## src/include/kitchen_config.svh

```systemverilog
`ifndef KITCHEN_CONFIG_SVH
`define KITCHEN_CONFIG_SVH

`define GRID_ROWS       8
`define GRID_COLS       13
`define CELL_PIXELS     32

// timer lengths in timer units
`define CHOP_TIME       5
`define COOK_TIME       10
`define BURN_TIME       10
`define TICK_FRAMES     4   // vsync frames per timer unit

// fixed kitchen cells, col then row
`define ONION_COL       0
`define ONION_ROW0      2
`define ONION_ROW1      3
`define BOWL_COL        12
`define BOWL_ROW        6
`define BOARD1_COL      2
`define BOARD2_COL      4
`define BOARD_ROW       7
`define STOVE_COL_FIRST 8   // four stoves side by side
`define STOVE_ROW       0
`define EXT_COL         7
`define EXT_ROW         0
`define SERVE_COL       12
`define SERVE_ROW0      4
`define SERVE_ROW1      5

`endif

```

## src/logic/kitchen_pkg.sv

```systemverilog
`include "kitchen_config.svh"

package kitchen_pkg;

    typedef enum logic [3:0] {
        G_EMPTY,
        G_ONION_WHOLE,
        G_ONION_CHOPPED,
        G_BOWL_EMPTY,
        G_BOWL_FULL,
        G_POT_EMPTY,
        G_POT_RAW,
        G_POT_COOKED,
        G_POT_FIRE,
        G_FIRE,
        G_EXTINGUISHER
    } grid_obj_e;

    typedef enum logic [3:0] {
        P_NOTHING,
        P_CHOPPING,
        P_ONION_WHOLE,
        P_ONION_CHOPPED,
        P_POT_EMPTY,
        P_POT_RAW,
        P_POT_COOKED,
        P_BOWL_EMPTY,
        P_BOWL_FULL,
        P_EXT_OFF,
        P_EXT_ON
    } player_state_e;

    typedef enum logic [1:0] {
        DIR_LEFT,
        DIR_RIGHT,
        DIR_UP,
        DIR_DOWN
    } direction_e;

    typedef enum logic [1:0] {
        ST_IDLE,
        ST_COOKING,
        ST_COOKED,
        ST_FIRE
    } stove_state_e;

    typedef grid_obj_e [`GRID_ROWS-1:0][`GRID_COLS-1:0] object_grid_t;   // [row][col]

    // 5 board 1, 4 board 2, 3..0 pots 1..4
    typedef logic [5:0][3:0] time_grid_t;

endpackage

```

## src/logic/stove_if.sv

```systemverilog
interface stove_if;
    import kitchen_pkg::*;

    logic      req;       // stove wants its cell rewritten
    grid_obj_e new_obj;   // value to write, held with req
    logic      ack;       // write done
    grid_obj_e cell_obj;  // what the stove cell holds now

    modport stove (
        output req,
        output new_obj,
        input  ack,
        input  cell_obj
    );

    modport grid (
        input  req,
        input  new_obj,
        output ack,
        output cell_obj
    );

endinterface

```

## src/logic/countdown_timer.sv

```systemverilog
`include "kitchen_config.svh"

module countdown_timer #(
    parameter int GIVEN_TIME = 10
) (
    input  logic       vsync,
    input  logic       reset,
    input  logic       timer_go,
    input  logic       restart,
    output logic [3:0] time_left
);
    localparam int PRESC_W = (`TICK_FRAMES > 1) ? $clog2(`TICK_FRAMES) : 1;

    logic [PRESC_W-1:0] frame_cnt;

    always_ff @(posedge vsync) begin
        if (reset || restart) begin
            frame_cnt <= '0;
            time_left <= 4'(GIVEN_TIME);
        end else if (timer_go && (time_left != 4'd0)) begin   // sticks at zero
            if (frame_cnt == PRESC_W'(`TICK_FRAMES - 1)) begin
                frame_cnt <= '0;
                time_left <= time_left - 4'd1;
            end else begin
                frame_cnt <= frame_cnt + 1'b1;
            end
        end
    end

endmodule

```

## src/logic/facing_cell.sv

```systemverilog
`include "kitchen_config.svh"

module facing_cell (
    input  logic [8:0]                player_loc_x,
    input  logic [8:0]                player_loc_y,
    input  kitchen_pkg::direction_e   player_direction,
    input  kitchen_pkg::object_grid_t object_grid,
    output logic [3:0]                grid_x,
    output logic [2:0]                grid_y,
    output logic [3:0]                x_front,
    output logic [2:0]                y_front,
    output logic                      front_valid,
    output kitchen_pkg::grid_obj_e    object_in_front
);
    import kitchen_pkg::*;

    logic [9:0] px_sum;
    logic [9:0] py_sum;
    logic [4:0] cell_x;
    logic [4:0] cell_y;
    logic [4:0] front_x;
    logic [4:0] front_y;

    // sprite centre, then cell index
    assign px_sum = {1'b0, player_loc_x} + 10'(`CELL_PIXELS / 2);
    assign py_sum = {1'b0, player_loc_y} + 10'(`CELL_PIXELS / 2);
    assign cell_x = 5'(px_sum / `CELL_PIXELS);
    assign cell_y = 5'(py_sum / `CELL_PIXELS);
    assign grid_x = cell_x[3:0];
    assign grid_y = cell_y[2:0];

    always_comb begin
        front_x = cell_x;
        front_y = cell_y;
        case (player_direction)
            DIR_LEFT:  front_x = cell_x - 5'd1;   // wraps to 31 off the edge
            DIR_RIGHT: front_x = cell_x + 5'd1;
            DIR_UP:    front_y = cell_y - 5'd1;
            DIR_DOWN:  front_y = cell_y + 5'd1;
            default:   front_x = cell_x;
        endcase
    end

    assign front_valid = (cell_x < 5'(`GRID_COLS)) && (cell_y < 5'(`GRID_ROWS))
                      && (front_x < 5'(`GRID_COLS)) && (front_y < 5'(`GRID_ROWS));
    assign x_front = front_x[3:0];
    assign y_front = front_y[2:0];
    assign object_in_front = front_valid ? object_grid[y_front][x_front] : G_EMPTY;

endmodule

```

## src/logic/stove_fsm.sv

```systemverilog
`include "kitchen_config.svh"

module stove_fsm #(
    parameter int STOVE_COL = `STOVE_COL_FIRST
) (
    input  logic       vsync,
    input  logic       reset,
    stove_if.stove     sif,
    output logic [3:0] pot_time
);
    import kitchen_pkg::*;

    stove_state_e state;
    logic [3:0]   cook_left;
    logic [3:0]   burn_left;

    if ((STOVE_COL < `STOVE_COL_FIRST) || (STOVE_COL > `STOVE_COL_FIRST + 3)) begin : g_col_check
        $error("stove_fsm: column %0d is not a stove cell", STOVE_COL);
    end

    countdown_timer #(.GIVEN_TIME(`COOK_TIME)) cook_timer (
        .vsync     (vsync),
        .reset     (reset),
        .timer_go  (state == ST_COOKING),
        .restart   (state == ST_IDLE),
        .time_left (cook_left)
    );

    // only runs while a cooked pot sits here
    countdown_timer #(.GIVEN_TIME(`BURN_TIME)) burn_timer (
        .vsync     (vsync),
        .reset     (reset),
        .timer_go  (state == ST_COOKED),
        .restart   (state != ST_COOKED),
        .time_left (burn_left)
    );

    assign pot_time = cook_left;

    // only changes together with the falling req
    assign sif.new_obj = (state == ST_COOKED) ? G_FIRE : G_POT_COOKED;

    always_ff @(posedge vsync) begin
        if (reset) begin
            state   <= ST_IDLE;
            sif.req <= 1'b0;
        end else if (sif.req) begin
            if (sif.ack) begin   // cell written
                sif.req <= 1'b0;
                state   <= (state == ST_COOKING) ? ST_COOKED : ST_FIRE;
            end
        end else begin
            case (state)
                ST_IDLE: begin
                    if (sif.cell_obj == G_POT_RAW) state <= ST_COOKING;
                end
                ST_COOKING: begin
                    if (sif.cell_obj == G_EMPTY) begin
                        state <= ST_IDLE;   // raw pot carried off
                    end else if ((cook_left == 4'd0) && !sif.ack) begin
                        sif.req <= 1'b1;
                    end
                end
                ST_COOKED: begin
                    if (sif.cell_obj != G_POT_COOKED) begin
                        state <= ST_IDLE;
                    end else if ((burn_left == 4'd0) && !sif.ack) begin
                        sif.req <= 1'b1;
                    end
                end
                ST_FIRE: begin
                    if (sif.cell_obj != G_FIRE) state <= ST_IDLE;   // put out
                end
                default: state <= ST_IDLE;
            endcase
        end
    end

endmodule

```

## src/logic/player_action.sv

```systemverilog
`include "kitchen_config.svh"

module player_action (
    input  logic                       vsync,
    input  logic                       reset,
    input  logic                       chop,
    input  logic                       carry,
    input  logic [1:0]                 clear_space,
    input  logic [3:0]                 grid_x,
    input  logic [2:0]                 grid_y,
    input  kitchen_pkg::direction_e    player_direction,
    input  logic [3:0]                 x_front,
    input  logic [2:0]                 y_front,
    input  logic                       front_valid,
    input  kitchen_pkg::grid_obj_e     object_in_front,
    stove_if.grid                      stove0,
    stove_if.grid                      stove1,
    stove_if.grid                      stove2,
    stove_if.grid                      stove3,
    output kitchen_pkg::player_state_e player_state,
    output kitchen_pkg::object_grid_t  object_grid,
    output logic [1:0][3:0]            board_time
);
    import kitchen_pkg::*;

    localparam int BOARD_COLS [2] = '{`BOARD2_COL, `BOARD1_COL};   // [1] is board 1

    player_state_e p_next;
    logic          p_write;
    grid_obj_e     p_obj;
    logic [1:0]    chop_done;
    logic          grid_busy;
    logic [3:0]    s_req;
    logic [3:0]    s_ack;
    logic [3:0]    pending;
    logic [3:0]    grant;
    grid_obj_e     s_new [4];

    function automatic object_grid_t default_grid();
        object_grid_t g;
        for (int r = 0; r < `GRID_ROWS; r++) begin
            for (int c = 0; c < `GRID_COLS; c++) begin
                g[r][c] = G_EMPTY;
            end
        end
        g[`ONION_ROW0][`ONION_COL] = G_ONION_WHOLE;
        g[`ONION_ROW1][`ONION_COL] = G_ONION_WHOLE;
        g[`BOWL_ROW][`BOWL_COL]    = G_BOWL_EMPTY;
        for (int s = 0; s < 4; s++) begin
            g[`STOVE_ROW][`STOVE_COL_FIRST + s] = G_POT_EMPTY;
        end
        g[`EXT_ROW][`EXT_COL] = G_EXTINGUISHER;
        return g;
    endfunction

    function automatic player_state_e held_of(grid_obj_e obj);
        case (obj)
            G_ONION_WHOLE:   return P_ONION_WHOLE;
            G_ONION_CHOPPED: return P_ONION_CHOPPED;
            G_POT_EMPTY:     return P_POT_EMPTY;
            G_POT_RAW:       return P_POT_RAW;
            G_POT_COOKED:    return P_POT_COOKED;
            G_BOWL_EMPTY:    return P_BOWL_EMPTY;
            G_BOWL_FULL:     return P_BOWL_FULL;
            G_EXTINGUISHER:  return P_EXT_OFF;
            default:         return P_NOTHING;   // fire can't be carried
        endcase
    endfunction

    function automatic grid_obj_e dropped_of(player_state_e ps);
        case (ps)
            P_ONION_WHOLE:   return G_ONION_WHOLE;
            P_ONION_CHOPPED: return G_ONION_CHOPPED;
            P_POT_EMPTY:     return G_POT_EMPTY;
            P_POT_RAW:       return G_POT_RAW;
            P_POT_COOKED:    return G_POT_COOKED;
            P_BOWL_EMPTY:    return G_BOWL_EMPTY;
            P_BOWL_FULL:     return G_BOWL_FULL;
            default:         return G_EMPTY;
        endcase
    endfunction

    function automatic logic is_dispenser(logic [3:0] x, logic [2:0] y);
        return ((x == `ONION_COL) && ((y == `ONION_ROW0) || (y == `ONION_ROW1)))
            || ((x == `BOWL_COL) && (y == `BOWL_ROW));
    endfunction

    // next player state and the single player grid write
    always_comb begin
        p_next  = player_state;
        p_write = 1'b0;
        p_obj   = G_EMPTY;
        case (player_state)
            P_NOTHING: begin
                if (chop) begin
                    p_next = P_CHOPPING;
                end else if (carry && front_valid && (held_of(object_in_front) != P_NOTHING)) begin
                    p_next  = held_of(object_in_front);
                    p_write = !is_dispenser(x_front, y_front);   // dispensers never run out
                end
            end
            P_CHOPPING: begin
                if (!chop) p_next = P_NOTHING;
            end
            P_EXT_OFF: begin
                if (chop) begin
                    p_next = P_EXT_ON;
                end else if (!carry && front_valid && (object_in_front == G_EMPTY)) begin
                    p_next  = P_NOTHING;
                    p_write = 1'b1;
                    p_obj   = G_EXTINGUISHER;
                end
            end
            P_EXT_ON: begin
                if (!chop) begin
                    p_next = P_EXT_OFF;
                end else if (front_valid && (object_in_front != G_EMPTY)) begin
                    p_write = 1'b1;   // spray clears the cell
                end
            end
            default: begin   // holding something
                if (!carry && front_valid) begin
                    if (object_in_front == G_EMPTY) begin
                        p_next  = P_NOTHING;
                        p_write = 1'b1;
                        p_obj   = dropped_of(player_state);
                    end else if (((player_state == P_ONION_CHOPPED)
                                  && (object_in_front == G_POT_EMPTY))
                              || ((player_state == P_POT_EMPTY)
                                  && (object_in_front == G_ONION_CHOPPED))) begin
                        p_next  = P_NOTHING;
                        p_write = 1'b1;
                        p_obj   = G_POT_RAW;
                    end else if ((player_state == P_POT_COOKED)
                              && (object_in_front == G_BOWL_EMPTY)) begin
                        p_next  = P_POT_EMPTY;   // pot stays in hand
                        p_write = 1'b1;
                        p_obj   = G_BOWL_FULL;
                    end
                end
            end
        endcase
    end

    for (genvar b = 0; b < 2; b++) begin : g_board
        logic on_board;
        logic in_place;

        assign on_board = object_grid[`BOARD_ROW][BOARD_COLS[b]] == G_ONION_WHOLE;
        assign in_place = (player_state == P_CHOPPING) && (grid_x == 4'(BOARD_COLS[b]))
                       && (grid_y == 3'(`BOARD_ROW - 1)) && (player_direction == DIR_DOWN);
        assign chop_done[b] = (player_state == P_CHOPPING) && on_board
                           && (board_time[b] == 4'd0);

        countdown_timer #(.GIVEN_TIME(`CHOP_TIME)) board_timer (
            .vsync     (vsync),
            .reset     (reset),
            .timer_go  (in_place && on_board),
            .restart   ((player_state != P_CHOPPING) || chop_done[b]),
            .time_left (board_time[b])
        );
    end

    assign s_req    = {stove3.req, stove2.req, stove1.req, stove0.req};
    assign s_new[0] = stove0.new_obj;
    assign s_new[1] = stove1.new_obj;
    assign s_new[2] = stove2.new_obj;
    assign s_new[3] = stove3.new_obj;
    assign stove0.ack = s_ack[0];
    assign stove1.ack = s_ack[1];
    assign stove2.ack = s_ack[2];
    assign stove3.ack = s_ack[3];
    assign stove0.cell_obj = object_grid[`STOVE_ROW][`STOVE_COL_FIRST];
    assign stove1.cell_obj = object_grid[`STOVE_ROW][`STOVE_COL_FIRST + 1];
    assign stove2.cell_obj = object_grid[`STOVE_ROW][`STOVE_COL_FIRST + 2];
    assign stove3.cell_obj = object_grid[`STOVE_ROW][`STOVE_COL_FIRST + 3];

    // stoves only get a frame with no other grid write
    assign grid_busy = (clear_space != 2'b00) || p_write || (chop_done != 2'b00);
    assign pending   = s_req & ~s_ack;
    assign grant     = grid_busy ? 4'b0000 : (pending & (~pending + 4'd1));   // lowest index

    always_ff @(posedge vsync) begin
        if (reset) begin
            player_state <= P_NOTHING;
            object_grid  <= default_grid();
            s_ack        <= 4'b0000;
        end else begin
            for (int i = 0; i < 4; i++) begin
                if (grant[i]) begin
                    s_ack[i] <= 1'b1;
                    object_grid[`STOVE_ROW][`STOVE_COL_FIRST + i] <= s_new[i];
                end else if (!s_req[i]) begin
                    s_ack[i] <= 1'b0;
                end
            end
            for (int b = 0; b < 2; b++) begin
                if (chop_done[b]) object_grid[`BOARD_ROW][BOARD_COLS[b]] <= G_ONION_CHOPPED;
            end
            if (clear_space[0]) object_grid[`SERVE_ROW0][`SERVE_COL] <= G_EMPTY;
            if (clear_space[1]) object_grid[`SERVE_ROW1][`SERVE_COL] <= G_EMPTY;
            if (clear_space == 2'b00) begin   // serving clear blocks the player
                player_state <= p_next;
                if (p_write) object_grid[y_front][x_front] <= p_obj;
            end
        end
    end

endmodule

```

## src/logic/kitchen_top.sv

```systemverilog
`include "kitchen_config.svh"

module kitchen_top (
    input  logic                       vsync,
    input  logic                       reset,
    input  logic                       chop,
    input  logic                       carry,
    input  kitchen_pkg::direction_e    player_direction,
    input  logic [8:0]                 player_loc_x,
    input  logic [8:0]                 player_loc_y,
    input  logic [1:0]                 clear_space,
    output kitchen_pkg::player_state_e player_state,
    output kitchen_pkg::object_grid_t  object_grid,
    output kitchen_pkg::time_grid_t    time_grid
);
    import kitchen_pkg::*;

    logic [3:0]      grid_x;
    logic [2:0]      grid_y;
    logic [3:0]      x_front;
    logic [2:0]      y_front;
    logic            front_valid;
    grid_obj_e       object_in_front;
    logic [1:0][3:0] board_time;
    logic [3:0][3:0] pot_time;   // [i] is stove i, pot i+1

    stove_if stove_bus [4] ();

    facing_cell facing_cell_i (
        .player_loc_x     (player_loc_x),
        .player_loc_y     (player_loc_y),
        .player_direction (player_direction),
        .object_grid      (object_grid),
        .grid_x           (grid_x),
        .grid_y           (grid_y),
        .x_front          (x_front),
        .y_front          (y_front),
        .front_valid      (front_valid),
        .object_in_front  (object_in_front)
    );

    player_action player_action_i (
        .vsync            (vsync),
        .reset            (reset),
        .chop             (chop),
        .carry            (carry),
        .clear_space      (clear_space),
        .grid_x           (grid_x),
        .grid_y           (grid_y),
        .player_direction (player_direction),
        .x_front          (x_front),
        .y_front          (y_front),
        .front_valid      (front_valid),
        .object_in_front  (object_in_front),
        .stove0           (stove_bus[0]),
        .stove1           (stove_bus[1]),
        .stove2           (stove_bus[2]),
        .stove3           (stove_bus[3]),
        .player_state     (player_state),
        .object_grid      (object_grid),
        .board_time       (board_time)
    );

    for (genvar i = 0; i < 4; i++) begin : g_stove
        stove_fsm #(.STOVE_COL(`STOVE_COL_FIRST + i)) stove_fsm_i (
            .vsync    (vsync),
            .reset    (reset),
            .sif      (stove_bus[i]),
            .pot_time (pot_time[i])
        );
    end

    // boards on top, pot 1 down to pot 4 below
    assign time_grid = {board_time, pot_time[0], pot_time[1], pot_time[2], pot_time[3]};

endmodule

```

## config.mk

```make
export PLATFORM = sky130hd
export DESIGN_NAME = kitchen_top
export DESIGN_NICKNAME = d
export VERILOG_FILES = /design/src/logic/kitchen_pkg.sv /design/src/logic/stove_if.sv /design/src/logic/countdown_timer.sv /design/src/logic/facing_cell.sv /design/src/logic/stove_fsm.sv /design/src/logic/player_action.sv /design/src/logic/kitchen_top.sv
export VERILOG_INCLUDE_DIRS = /design/src /design/src/include
export SDC_FILE = /design/constraint.sdc
export NUM_CORES = 1
export LEC_CHECK = 0
export ABC_AREA = 0
export BUFFER_PORTS_ARGS = -buffer_cell sky130_fd_sc_hd__buf_2
export CORE_ASPECT_RATIO = 1.2
export CORE_MARGIN = 5
export CORE_UTILIZATION = 55
export CTS_CLUSTER_SIZE = 25
export DETAILED_ROUTE_END_ITERATION = 10
export PLACE_DENSITY_LB_ADDON = 0.08
export SETUP_SLACK_MARGIN = 0.4
export SYNTH_ARGS = -nofsm -noshare
export SYNTH_HDL_FRONTEND = slang
export SYNTH_HIERARCHICAL = 1
export SYNTH_SLANG_ARGS = --single-unit
```

## constraint.sdc

```tcl
create_clock -name vsync -period 18.3 [get_ports vsync]
set_input_delay 2.745 -clock vsync [delete_from_list [all_inputs] [get_ports vsync]]
set_output_delay 2.745 -clock vsync [all_outputs]
set_load 0.005 [all_outputs]
```

* After elaboration in Yosys (flattened, before gate mapping)
Memory sizes are Yosys's and may differ from the RTL's.
Index checks and enable logic that the tools add are counted.
** Word-level totals
- Bits in registers :: 496
- Latch bits :: 0
- RAM bits :: 0
- Bits in read-only memories :: 128
- Input bits :: 26
- Output and inout port bits :: 444
- Memories :: 2
** Cells by class
- $add $sub $neg :: 27
- Multipliers :: 0
- Divide/modulo/power cells :: 0
- $lt $le $gt $ge :: 8
- Equal/unequal tests :: 92
- Shift-type cells :: 0
- Multiplexer cells :: 145
- Bitwise operators :: 4
- Reductions and logical operators :: 124
** Memories
- (name not given) :: words 16, width 4, rd ports 1, clocked after memory_dff 0, wr ports 0, line player_action.sv:57 : case (obj)
- (name not given) :: words 16, width 4, rd ports 1, clocked after memory_dff 0, wr ports 0, line player_action.sv:57
** Operators with widths (count)
- 384-bit two-way mux :: 2
- 416-bit bitwise mux :: 1
- 4-bit two-way mux :: 41
- 52-bit binary-select mux with 3-bit select :: 1
- 52-bit demux with 3-bit select :: 1
- 52-bit two-way mux :: 2
- 4-bit zero test :: 17
- 2-bit two-way mux :: 34
- 3-bit by 1-bit != test with 1-bit output, second input constant :: 16
- 4-bit nonzero test :: 12
- 1-bit two-way mux :: 46
- 1-bit logical AND :: 45
- 2-bit equality test, second input constant :: 20
- 4-bit by 3-bit equality test with 1-bit output, second input constant :: 10
- 4-bit by 1-bit subtractor with 4-bit output, second input constant :: 10
- 2-bit one-hot mux with 4 select lines :: 4
- 2-bit != test, second input constant :: 14
- 2-bit AND reduction :: 11
- 3-bit one-hot mux with 7 select lines :: 1
- 2-bit by 1-bit adder with 2-bit output, second input constant :: 10
- 9-bit by 5-bit adder with 10-bit output, second input constant :: 2
- 4-bit by 2-bit equality test with 1-bit output, second input constant :: 5
- 5-bit by 4-bit < comparator with 1-bit output, second input constant :: 4
- 5-bit one-hot mux with 2 select lines :: 2
- other kinds (34) :: 89

* Logic depth before layout (Yosys ltp)
Gate-level depths: netlist of the first run.
An unclocked memory read counts as a cell.
- Word-level depth :: 24
- Depth in mapped cells :: 24

* By module
The synthesis of the first run kept the hierarchy.
** Modules (own cells, without submodules)
- player_action :: instances 1, cells an instance 1831, area each 18004.8 µm², sequential area each 8488.1 µm²
- facing_cell :: instances 1, cells an instance 359, area each 4007.6 µm², sequential area each 0.0 µm²
- countdown_timer at g_stove[0].stove_fsm_i.burn_timer ... :: instances 8, cells an instance 34, area each 300.3 µm², sequential area each 120.1 µm²
- stove_fsm :: instances 4, cells an instance 37, area each 309.0 µm², sequential area each 60.1 µm²
- countdown_timer at player_action_i.g_board[0].board_timer ... :: instances 2, cells an instance 35, area each 302.8 µm², sequential area each 120.1 µm²

* Worst setup path before layout of the first run
OpenSTA, ideal clock, no wires.
- Path kind :: input-to-reg
- From :: input port player_loc_y[4]
- To :: register, netlist name player_action_i/stove2.cell_obj[0]
- Setup time :: 0.114 ns
- Data arrival time :: 7.855 ns
- Data required time :: 18.186 ns
- Setup slack :: 10.331 ns
- Stages :: 21
- Buffers on the path :: 5
- Path through :: ha_1 -> xor2_1 -> fa_1 -> mux2i_4 -> buf_1 -> buf_2 -> mux4_2 -> o21ai_0 -> o21ai_1 -> a21oi_1 -> a21oi_1 -> clkbuf_1 -> nor4_1 -> nor4_1 -> or4_1 -> nor2_1 -> buf_2 -> buf_6 -> nor4_1 -> a211o_1 -> a21o_1
** Between the ends
- Word-level cells in the longest chain between the ends :: 24
- Elaborated cells on any way between the ends :: 68
** Ends and longest elaborated chain
- from (decl) :: line kitchen_top.sv:10 : input logic [8:0] player_loc_y,
- 9-bit by 5-bit adder with 10-bit output (*) :: line facing_cell.sv:26 : assign py_sum = {1'b0, player_loc_y} + 10'(`CELL_PIXELS / 2);
- via grid_y[1] :: line kitchen_top.sv:19 : logic [2:0] grid_y;
- 5-bit by 1-bit adder with 5-bit output or 5-bit by 1-bit subtractor with 5-bit output (tied branches) :: line facing_cell.sv:39, facing_cell.sv:38
- 5-bit one-hot mux with 2 select lines :: line facing_cell.sv:35 : case (player_direction)
- 52-bit binary-select mux with 3-bit select :: line facing_cell.sv:48 : assign object_in_front = front_valid ? object_grid[y_front][x_front] : G_EMPTY;
- 52-bit two-way mux (implied by the code) :: line facing_cell.sv:48
- 4-bit binary-select mux with 4-bit select :: line facing_cell.sv:48
- 4-bit two-way mux (implied by the code) :: line facing_cell.sv:48
- [... 1 more ...]
- via object_in_front[2] :: line kitchen_top.sv:23 : grid_obj_e object_in_front;
- [... 7 more ...]
- 1-bit one-hot mux with 4 select lines :: line player_action.sv:93 : case (player_state)
- 1-bit logical OR (2 in series) :: line player_action.sv:179 : assign grid_busy = (clear_space != 2'b00) || p_write || (chop_done != 2'b00);
- 4-bit two-way mux :: line player_action.sv:181 : assign grant = grid_busy ? 4'b0000 : (pending & (~pending + 4'd1));
- 4-bit two-way mux :: line player_action.sv:190 : if (grant[i]) begin
- 4-bit two-way mux :: line player_action.sv:184 : if (reset) begin
- 416-bit bitwise mux :: line player_action.sv:204 : if (p_write) object_grid[y_front][x_front] <= p_obj;
- 384-bit two-way mux :: line player_action.sv:204
- 384-bit two-way mux (*) :: line player_action.sv:202 : if (clear_space == 2'b00) begin
Mark *: on every way through the listed nets, which the timed path passes. The rest lies on a longest branch. The select of a mux whose other input is x is not followed.
A chain may end at the register's enable or synchronous reset.

* Final worst setup path of the first run
- From :: input port player_direction[1]
- To :: register, netlist name player_action_i/object_grid[372]
** Between the ends
- Word-level cells in the longest chain between the ends :: 17
- Elaborated cells on any way between the ends :: 71
** Ends and longest elaborated chain
- from (decl) :: line kitchen_top.sv:8 : input kitchen_pkg::direction_e player_direction,
- 2-bit equality test :: line facing_cell.sv:35
- 5-bit one-hot mux with 2 select lines (*) :: line facing_cell.sv:35
- via y_front[2] :: line kitchen_top.sv:21 : logic [2:0] y_front;
- 52-bit binary-select mux with 3-bit select :: line facing_cell.sv:48
- 52-bit two-way mux (implied by the code) :: line facing_cell.sv:48
- 4-bit binary-select mux with 4-bit select :: line facing_cell.sv:48
- 4-bit two-way mux (implied by the code) :: line facing_cell.sv:48
- 4-bit two-way mux (*) :: line facing_cell.sv:48
- via object_in_front[1] :: line kitchen_top.sv:23
- [... 2 more ...]
- 4-bit two-way mux or 1-bit logical OR (tied branches) :: line player_action.sv:93, player_action.sv:129
- 4-bit nonzero test or 4-bit two-way mux (tied branches) :: line player_action.sv:97, player_action.sv:127
- 1-bit logical AND or 4-bit two-way mux (tied branches) :: line player_action.sv:97, player_action.sv:123
- 1-bit two-way mux or 4-bit two-way mux (tied branches) :: line player_action.sv:97, player_action.sv:122
- 1-bit two-way mux or 4-bit one-hot mux with 2 select lines (tied branches) :: line player_action.sv:95, player_action.sv:93
- 1-bit one-hot mux with 4 select lines or 416-bit bitwise mux (tied branches) :: line player_action.sv:93, player_action.sv:204
- 384-bit two-way mux (*) :: line player_action.sv:204
- 384-bit two-way mux (*) :: line player_action.sv:202
Marks and branches as above.

==> results.json, run 1 <==
{
  "dp_hpwl_um": 65600,
  "hold_viol": 0,
  "path_clk_slew_ns": 0.06,
  "grt_max_degree": 107,
  "cpLargestDelayFamily": "simple AND/OR/NAND/NOR gates",
  "fin_skew_ns": 0.0199,
  "crit_arrival_ns": 11.03,
  "gp_congestion": 0.914,
  "portBuffers": 461,
  "grtUsageTotal_pct": 33.8,
  "netlist-cell-type-count": 78,
  "area_delta_synth_final_pct": 15.4,
  "syn-instance-count": 2680,
  "slowest_stage": "nor4_1",
  "drv_cap": 0,
  "fp-row-count": 87,
  "cp_max_fo": 43,
  "synth_nets": 2752,
  "clk_latency_ns": 0.61,
  "synthTopCellsByArea": "dfxtp_1 (38%), mux2i_1 (12%), mux4_2 (7.7%)",
  "antenna_found_initial": 1,
  "finalSetupViolCount": 0,
  "grt_pass1_wl_um": 139000,
  "syn_area_per_cell_um2": 9.80,
  "path_depth": 22,
  "hold_class": "reg2reg",
  "slowest_delay_ns": 0.90,
  "holdWs_ns": 0.483,
  "async_flop_share_pct": 0,
  "fin_setup_tns_ns": 0,
  "cts_made_buffers": 51,
  "power_switching_w": 0.000699,
  "nNetsFinal": 3075,
  "start_util_pct": 55.7,
  "p_leak_nw": 11.7,
  "grt_pass1_vias": 22159,
  "core-area_um2": 47100,
  "post_drt_wl_per_cell_um": 25.5,
  "die_area_um2": 52200,
  "rsz0062_at_grt": "false",
  "slew_viol_final": 0,
  "max_freq_mhz": 95.2,
  "synth.yosys.seq_area_share_pct": 37.8,
  "die_h_um": 249,
  "crit_chain": "buf_2 > nand2_1 > fa_1 > xnor2_1 > nand2_1 > o21ai_4 > buf_4 > inv_2 > nand2_1 > o221ai_1 > a31oi_1 > a311oi_1 > a311oi_1 > nor4_1 > nor4_1 > or4_1 > nor2_4 > buf_4 > buf_4 > nor4_1 > or3b_2 > a21oi_1",
  "yosysTopAreaCell": "dfxtp_1",
  "fin_crit_sh_pct": 57.4,
  "synth_edf_count": 0,
  "drcViolationCount": 0,
  "num_io_pins": 470,
  "max_slew_margin_pct": 12.0,
  "routed_wl_um": 93300,
  "drive_above_1_share_pct": 26.9,
  "rr_worst_depth": 15,
  "power_density_nw_per_um2": 83.1,
  "p_clk_share_pct": 43.8,
  "startpoint_type": "primary input",
  "crit_buf_inv": 5,
  "cp-end-kind": "flop",
  "fin_crit_ns": 10.50,
  "clock_path_buffers": 3,
  "tritoncts": "done",
  "ys.flop_type": "dfxtp_1",
  "cts_resized": 0,
  "whs_path_depth": 1,
  "cts_setup_buffers": 0,
  "dr.pass1.iters": 8,
  "netlist_area_um2": 26300,
  "synth_top_cell_area_share_pct": 37.8,
  "num_vias": 23179,
  "cts_hold_buf": 0,
  "crit_required_ns": 18.83,
  "status": "finished, final reports clean",
  "seqPwrFrac_pct": 43.0,
  "yosys_warnings": 6,
  "intPower_w": 0.00182,
  "combPwrFrac_pct": 13.3,
  "crit_type": "in2reg",
  "routed_via_density": 6.33,
  "synth_seq_cells": 496,
  "overflow": 0,
  "worstMarginPinSlew_ns": 1.30,
  "cts_root_buf": "clkbuf_16",
  "cts_sinks": 496,
  "cts_max_level": 2,
  "ant_nets": 0,
  "diodes": 0,
  "swShare_pct": 27.8,
  "dr.first_iter.drc_count": 2189,
  "die_w_um": 209,
  "ir_drop_uv": 71.4
}
## registers in the layout, indices dropped and copies added (netlist names)
signal,flops
g_stove.stove_fsm_i/cook_timer/time_left,16
g_stove.stove_fsm_i/sif.req,4
player_action_i/s_ack,4
g_stove.stove_fsm_i/cook_timer/frame_cnt,8
player_action_i/stove3.cell_obj,4
player_action_i/stove0.cell_obj,4
player_action_i/g_board.board_timer/frame_cnt,4
player_action_i/player_state,4
player_action_i/object_grid,400
g_stove.stove_fsm_i/burn_timer/time_left,16
player_action_i/stove2.cell_obj,4
g_stove.stove_fsm_i/state,8
player_action_i/g_board.board_timer/time_left,8
g_stove.stove_fsm_i/burn_timer/frame_cnt,8
player_action_i/stove1.cell_obj,4
## stage by stage
step	utilization (%)	setup slack [ns]	power, W	std cells	area (um^2)
after detailed placement	60.6	7.43	0.00144	3573	28600
after CTS	64.3	8.00	0.00252	3662	30300
final	64.3	7.80	0.00252	3662	30300
after floorplan	-	10.33	0.00135	2680	26300
after global placement	60.6	7.51	0.00143	3573	28600
after global routing	64.3	7.48	0.00259	3662	30300
## final cells by class
type                       instances  area [um^2]
timing repair buffer             496         2590
clock buffer                      73         1500
inverter                          59          221
sequential                       496         9930
multi-input combinational       1899        15000
tap                              623          779
clock inverter                    16          245
fill                            3943        16800
## placed cells by master (no fill, tap or decap), types with 20 or more instances in the layout
master	count
buf_2	460
nand3b_1	21
ha_1	44
nor4_1	29
a21oi_1	150
mux2i_1	314
nand3_1	84
clkbuf_16	52
or3_1	39
mux4_2	90
nor2_1	372
buf_4	34
o21ai_0	131
nor4_4	68
a211oi_1	34
a311oi_1	22
dfxtp_1	496
inv_1	46
nor3_1	32
nand2b_1	20
nand2_1	164
## worst reg2reg max path, cell delays in order (launching register included)
cell and delay [ns]:
dfxtp_1 0.35, mux4_1 0.60, nand2_1 0.12, a32o_1 0.17, nor4_1 0.08, a311oi_1 0.37
a311oi_1 0.23, nor4_1 0.90, nor4_1 0.12, or4_1 0.62, nor2_4 0.13, buf_4 0.54
buf_4 0.91, nor4_1 0.41, or3b_2 0.55, a21oi_1 0.13
## cells by family after synthesis
| family | count (synthesis) | share of synthesized area [%] |
|---|---|---|
| flip-flops | 496 | 37.8 |
| AND/OR/NAND/NOR | 950 | 21.9 |
| buffers and inverters | 285 | 5.16 |
| adder cells (fa/ha/maj) | 46 | 2.25 |
| AO/OA/AOI/OAI | 455 | 10.7 |
| XOR/XNOR | 23 | 0.839 |
| other | 4 | 0.0572 |
| multiplexers | 421 | 21.3 |
## routing by layer
| layer | track usage, % | part of all wire [%] | vias to the layer above |
|---|---|---|---|
| met5 | 0 | 0.014 | - |
| met4 | 12.7 | 4.2 | 2 |
| met3 | 7.26 | 9.1 | 210 |
| met2 | 54.3 | 47 | 1169 |
| met1 | 44.9 | 40 | 11395 |
| li1 | - | - | 10403 |
## final timing paths
path	from	endpoint	slack, ns
min reg2reg	player_action_i/s_ack[2]	g_stove[2].stove_fsm_i/sif.req	0.48
max	player_direction[1]	player_action_i/object_grid[372]	7.80
max reg2reg	player_action_i/object_grid[117]	player_action_i/object_grid[372]	12.02
min	player_action_i/s_ack[2]	g_stove[2].stove_fsm_i/sif.req	0.48
## cell usage after synthesis (all sizes together), types with 34 or more instances
master  count
buf       122
clkbuf    104
nand3      85
ha         44
dfxtp     496
a211oi     34
nor4      112
mux4      104
inv        59
mux2i     315
nand2     165
o21ai     138
a21oi     150
nor2      373
or3        39
## power by group through the flow
stage / Clock (W) / Sequential, W / Combinational, W
2_1_floorplan: 0 / 0.00110 / 0.000247
3_3_place_gp: 0 / 0.00111 / 0.000326
3_5_place_dp: 0 / 0.00111 / 0.000329
4_1_cts: 0.00111 / 0.00108 / 0.000330
5_1_grt: 0.00116 / 0.00108 / 0.000349
6_report: 0.00110 / 0.00108 / 0.000335
Power figures use the tool's default switching activity.
==> run 2: changes to the inputs <==
==> constraint.sdc (replaced) <==
create_clock -name vsync -period 9.9 [get_ports vsync]
set_input_delay 1.485 -clock vsync [delete_from_list [all_inputs] [get_ports vsync]]
set_output_delay 1.485 -clock vsync [all_outputs]
set_load 0.005 [all_outputs]
==> results.json, run 2 (synthesis results as in run 1) <==
{
  "status": "finished, final reports clean",
  "core-area_um2": 47100,
  "crit_chain": "buf_2 > ha_1 > xor2_1 > fa_1 > mux2i_4 > buf_12 > buf_4 > mux4_2 > o221ai_1 > a31oi_1 > a311oi_1 > a311oi_1 > nor4_1 > nor4_1 > or4_1 > nor2_4 > buf_4 > nor4_4 > buf_4 > a311oi_1",
  "crit_type": "in2reg",
  "diodes": 0,
  "post_drt_wl_per_cell_um": 25.4,
  "start_util_pct": 55.7,
  "slowest_delay_ns": 0.78,
  "hold_viol": 0,
  "max_slew_margin_pct": 22.0,
  "hold_class": "reg2reg",
  "dr.pass1.iters": 6,
  "dr.first_iter.drc_count": 2275,
  "fin_crit_sh_pct": 82.7,
  "slowest_stage": "nor4_1",
  "slew_viol_final": 0,
  "num_vias": 23189,
  "finalSetupViolCount": 0,
  "cts_setup_buffers": 0,
  "grt_max_degree": 137,
  "tritoncts": "done",
  "drcViolationCount": 0,
  "top_regs": "player_action_i/object_grid: 400 flops, g_stove.stove_fsm_i/burn_timer/time_left: 16 flops, g_stove.stove_fsm_i/cook_timer/time_left: 16 flops",
  "die_area_um2": 52200,
  "clock_path_buffers": 3,
  "max_freq_mhz": 122,
  "final_common_cell": "dfxtp_1",
  "drive_above_1_share_pct": 27.5,
  "fp-row-count": 87,
  "worstMarginPinSlew_ns": 1.16,
  "fin_setup_tns_ns": 0,
  "nNetsFinal": 3097,
  "routed_wl_um": 93600,
  "cp-end-kind": "flop",
  "cts_root_buf": "clkbuf_16",
  "die_h_um": 249,
  "routed_via_density": 6.29,
  "ant_nets": 0,
  "dp_hpwl_um": 67200,
  "largest_reg_flops": 400,
  "rsz0062_at_grt": "false",
  "final_util_pct": 64.9,
  "cts_hold_buf": 0,
  "fin_skew_ns": 0.0192,
  "largest-register": "player_action_i/object_grid",
  "fin_crit_ns": 8.18,
  "cts_sinks": 496,
  "drv_cap": 0,
  "p_leak_nw": 11.8,
  "portBuffers": 461,
  "power_density_nw_per_um2": 152,
  "grt_pass1_wl_um": 140000,
  "clk_latency_ns": 0.61,
  "antenna_found_initial": 0,
  "cp_max_fo": 31,
  "gp_congestion": 0.942,
  "grt_pass1_vias": 22774,
  "cts_resized": 0,
  "crit_required_ns": 10.40,
  "cts_max_level": 2,
  "ir_drop_uv": 119,
  "crit_arrival_ns": 8.68,
  "path_clk_slew_ns": 0.06,
  "dpl_cell_area_um2": 28900,
  "die_w_um": 209,
  "finalInstanceArea_um2": 30600,
  "startpoint_type": "primary input",
  "area_delta_synth_final_pct": 16.5,
  "overflow": 0,
  "holdWs_ns": 0.476,
  "cts_made_buffers": 51,
  "grtUsageTotal_pct": 34.1,
  "layout_common_cells": "dfxtp_1 (496), buf_2 (460), nor2_1 (372)",
  "num_io_pins": 470
}
-- run 2: cell count changes in the layout (fill, tap and decap cells not counted) --
cell	change
clkbuf_1	+1
clkinv_2	+5
buf_12	+10
buf_4	+12
bufinv_16	-1
clkbuf_8	-1
-- run 2: layout make-up --
cell class                      count  area [um^2]
Fill cell                        3900        16500
Multi-Input combinational cell   1899        15000
Sequential cell                   496         9930
Timing Repair Buffer              518         2880
Clock buffer                       73         1490
Tap cell                          623          779
Clock inverter                     20          240
Inverter                           59          221
-- run 2: critical path, delay by kind of cell --
family | cells | cell delay (ns)
adder cells (fa/ha/maj) | 2 | 0.77
AND/OR/NAND/NOR | 5 | 1.88
AO/OA/AOI/OAI | 5 | 1.56
buffers and inverters | 5 | 1.47
multiplexers | 2 | 0.91
XOR/XNOR | 1 | 0.53
-- run 2: through the flow --
step	total power (W)	setup slack, ns	instances
after detailed placement	0.00268	1.35	3595
after floorplan	0.00250	3.19	2680
after global routing	0.00479	1.56	3688
after CTS	0.00466	1.98	3688
final	0.00465	1.72	3688
after global placement	0.00268	1.45	3595
-- run 2: worst paths after layout --
path                                     from                               end  slack, ns  cells past startpoint
max                           player_loc_y[4]  player_action_i/object_grid[209]       1.72                     20
min                  player_action_i/s_ack[2]    g_stove[2].stove_fsm_i/sif.req       0.48                      1
max reg2reg  player_action_i/object_grid[117]  player_action_i/object_grid[209]       4.51                     14
min reg2reg          player_action_i/s_ack[2]    g_stove[2].stove_fsm_i/sif.req       0.48                      1
-- run 2: per-layer routing --
metal / part of all wire, % / track usage [%] / up-vias
met5: 0 / 0 / -
met4: 3.9 / 12.4 / 0
met3: 9.3 / 8.29 / 210
met2: 47 / 55.6 / 1138
met1: 40 / 44.2 / 11400
li1: - / - / 10441
-- run 2: power breakdown --
part	leakage, nW	internal [W]	switching (W)
sequential	3.99	0.00200	0.00000316
combinational	6.96	0.000182	0.000468
clock	0.865	0.00118	0.000827
total	11.8	0.00335	0.00130
==> run 3: changes to the inputs <==
--- a/config.mk
+++ b/config.mk
@@ -10,7 +10,7 @@
 export BUFFER_PORTS_ARGS = -buffer_cell sky130_fd_sc_hd__buf_2
 export CORE_ASPECT_RATIO = 1.2
 export CORE_MARGIN = 5
-export CORE_UTILIZATION = 55
+export CORE_UTILIZATION = 51
 export CTS_CLUSTER_SIZE = 25
 export DETAILED_ROUTE_END_ITERATION = 10
 export PLACE_DENSITY_LB_ADDON = 0.08
==> constraint.sdc (replaced) <==
create_clock -name vsync -period 6.9 [get_ports vsync]
set_input_delay 1.035 -clock vsync [delete_from_list [all_inputs] [get_ports vsync]]
set_output_delay 1.035 -clock vsync [all_outputs]
set_load 0.005 [all_outputs]
==> results.json, run 3 (synthesis results as in run 1) <==
{
  "status": "finished, final reports clean",
  "largest_reg_flops": 400,
  "max_freq_mhz": 158,
  "final_cells": 3798,
  "drcViolationCount": 0,
  "slowest_stage": "fa_1",
  "reg2reg_slack_ns": 2.14,
  "ant_nets": 0,
  "cts_root_buf": "clkbuf_16",
  "grtUsageTotal_pct": 32.5,
  "dr.pass1.iters": 8,
  "cts_sinks": 496,
  "die_h_um": 259,
  "largest-register": "player_action_i/object_grid",
  "fin_skew_ns": 0.0192,
  "top_regs": "player_action_i/object_grid: 400 flops, g_stove.stove_fsm_i/burn_timer/time_left: 16 flops, g_stove.stove_fsm_i/cook_timer/time_left: 16 flops",
  "final_util_pct": 61.6,
  "grt_max_degree": 221,
  "power_density_nw_per_um2": 217,
  "ir_drop_uv": 247,
  "crit_type": "in2reg",
  "p_leak_nw": 12.3,
  "drive_above_1_share_pct": 29.6,
  "dp_hpwl_um": 69600,
  "dpl_cell_area_um2": 29700,
  "crit_required_ns": 7.43,
  "rsz0062_at_grt": "true",
  "crit_arrival_ns": 6.87,
  "core-area_um2": 51200,
  "fin_crit_sh_pct": 91.9,
  "final_common_cell": "dfxtp_1",
  "cpLargestDelayFamily": "buffers and inverters",
  "grt_pass1_vias": 22512,
  "num_io_pins": 470,
  "slowest_delay_ns": 0.49,
  "fin_crit_ns": 6.34,
  "overflow": 0,
  "path_clk_slew_ns": 0.06,
  "start_util_pct": 51.2,
  "finalSetupViolCount": 0,
  "tritoncts": "done",
  "crit_top_cell": "buf_4",
  "cts_hold_buf": 0,
  "routed_wl_um": 96300,
  "die_area_um2": 56100,
  "fin_setup_tns_ns": 0,
  "hold_class": "reg2reg",
  "gp_congestion": 1.11,
  "cp_max_fo": 25,
  "cp-end-kind": "flop",
  "dr.first_iter.drc_count": 2130,
  "die_w_um": 217,
  "cts_max_level": 2,
  "cts_made_buffers": 51,
  "max_slew_margin_pct": 22.0,
  "fp-row-count": 91,
  "clock_path_buffers": 3,
  "startpoint_type": "primary input",
  "finalInstanceArea_um2": 31600,
  "nFillCells": 4417,
  "nNetsFinal": 3178,
  "num_vias": 23336,
  "area_delta_synth_final_pct": 20.3,
  "worstMarginPinSlew_ns": 1.17,
  "dp.cells": 3700,
  "antenna_found_initial": 3,
  "hold_viol": 0,
  "layout_common_cells": "dfxtp_1 (496), buf_2 (460), nor2_1 (372)",
  "slew_viol_final": 0,
  "post_drt_wl_per_cell_um": 25.4,
  "routed_via_density": 6.14,
  "grt_pass1_wl_um": 142000,
  "drv_cap": 0,
  "clk_latency_ns": 0.61,
  "crit_buf_inv": 9,
  "portBuffers": 461
}
-- run 3: cell count changes in the layout (fill, tap and decap cells not counted), moves of 2 or more --
cell,before,now
bufinv_16,5,7
nor4_1,29,25
buf_4,46,106
inv_6,1,3
nor4_2,15,18
buf_12,11,31
clkinv_2,13,10
-- run 3: worst paths after layout --
| kind | from | endpoint | cells past startpoint |
|---|---|---|---|
| setup reg to reg | player_action_i/object_grid[117] | player_action_i/object_grid[311] | 19 |
| setup / recovery | player_loc_y[4] | player_action_i/object_grid[311] | 25 |
| hold / removal | player_action_i/s_ack[3] | g_stove[3].stove_fsm_i/sif.req | 1 |
| hold reg to reg | player_action_i/s_ack[3] | g_stove[3].stove_fsm_i/sif.req | 1 |
-- run 3: power by group --
| part | switching, W | internal, W | total (W) | leakage (nW) |
|---|---|---|---|---|
| clock | 0.00121 | 0.00174 | 0.00295 | 0.872 |
| sequential | 0.00000474 | 0.00286 | 0.00287 | 3.99 |
| combinational | 0.000685 | 0.000335 | 0.00102 | 7.47 |
-- run 3: final cells by class --
class                           instances  area [um^2]  share of cell area [%]
Clock buffer                           73         1470                    4.65
Multi-Input combinational cell       1899        15100                    47.8
Antenna cell                            1         2.50                 0.00792
Sequential cell                       496         9930                    31.4
Tap cell                              651          815                    2.58
Inverter                               59          221                   0.701
Clock inverter                         20          287                   0.907
Timing Repair Buffer                  599         3760                    11.9
-- run 3: routing by layer --
layer,vias up,GRT usage (%),wire [um]
met5,-,0,13
met1,11515,42.4,39100
li1,10606,-,-
met3,187,7.19,7680
met4,2,11.7,3980
met2,1026,53.3,45600
-- run 3: metrics by stage --
step	setup WS [ns]	power, W	hold WS (ns)
CTS	0.429	0.00684	0.476
detailed placement	-0.209	0.00391	0.466
global placement	-0.191	0.00391	0.454
floorplan	0.641	0.00358	0.434
finish	0.561	0.00684	0.475
global route	0.351	0.00704	0.491
-- run 3: timing repair --
item / 4_1_cts / 5_1_grt
gates resized for setup: 1 / 7
endpoints found under the setup margin: 3 / 423
buffers inserted: 0 / 3
gates cloned: 0 / 1
pin swaps: 0 / 3
endpoints found under the hold margin: 0 / 0
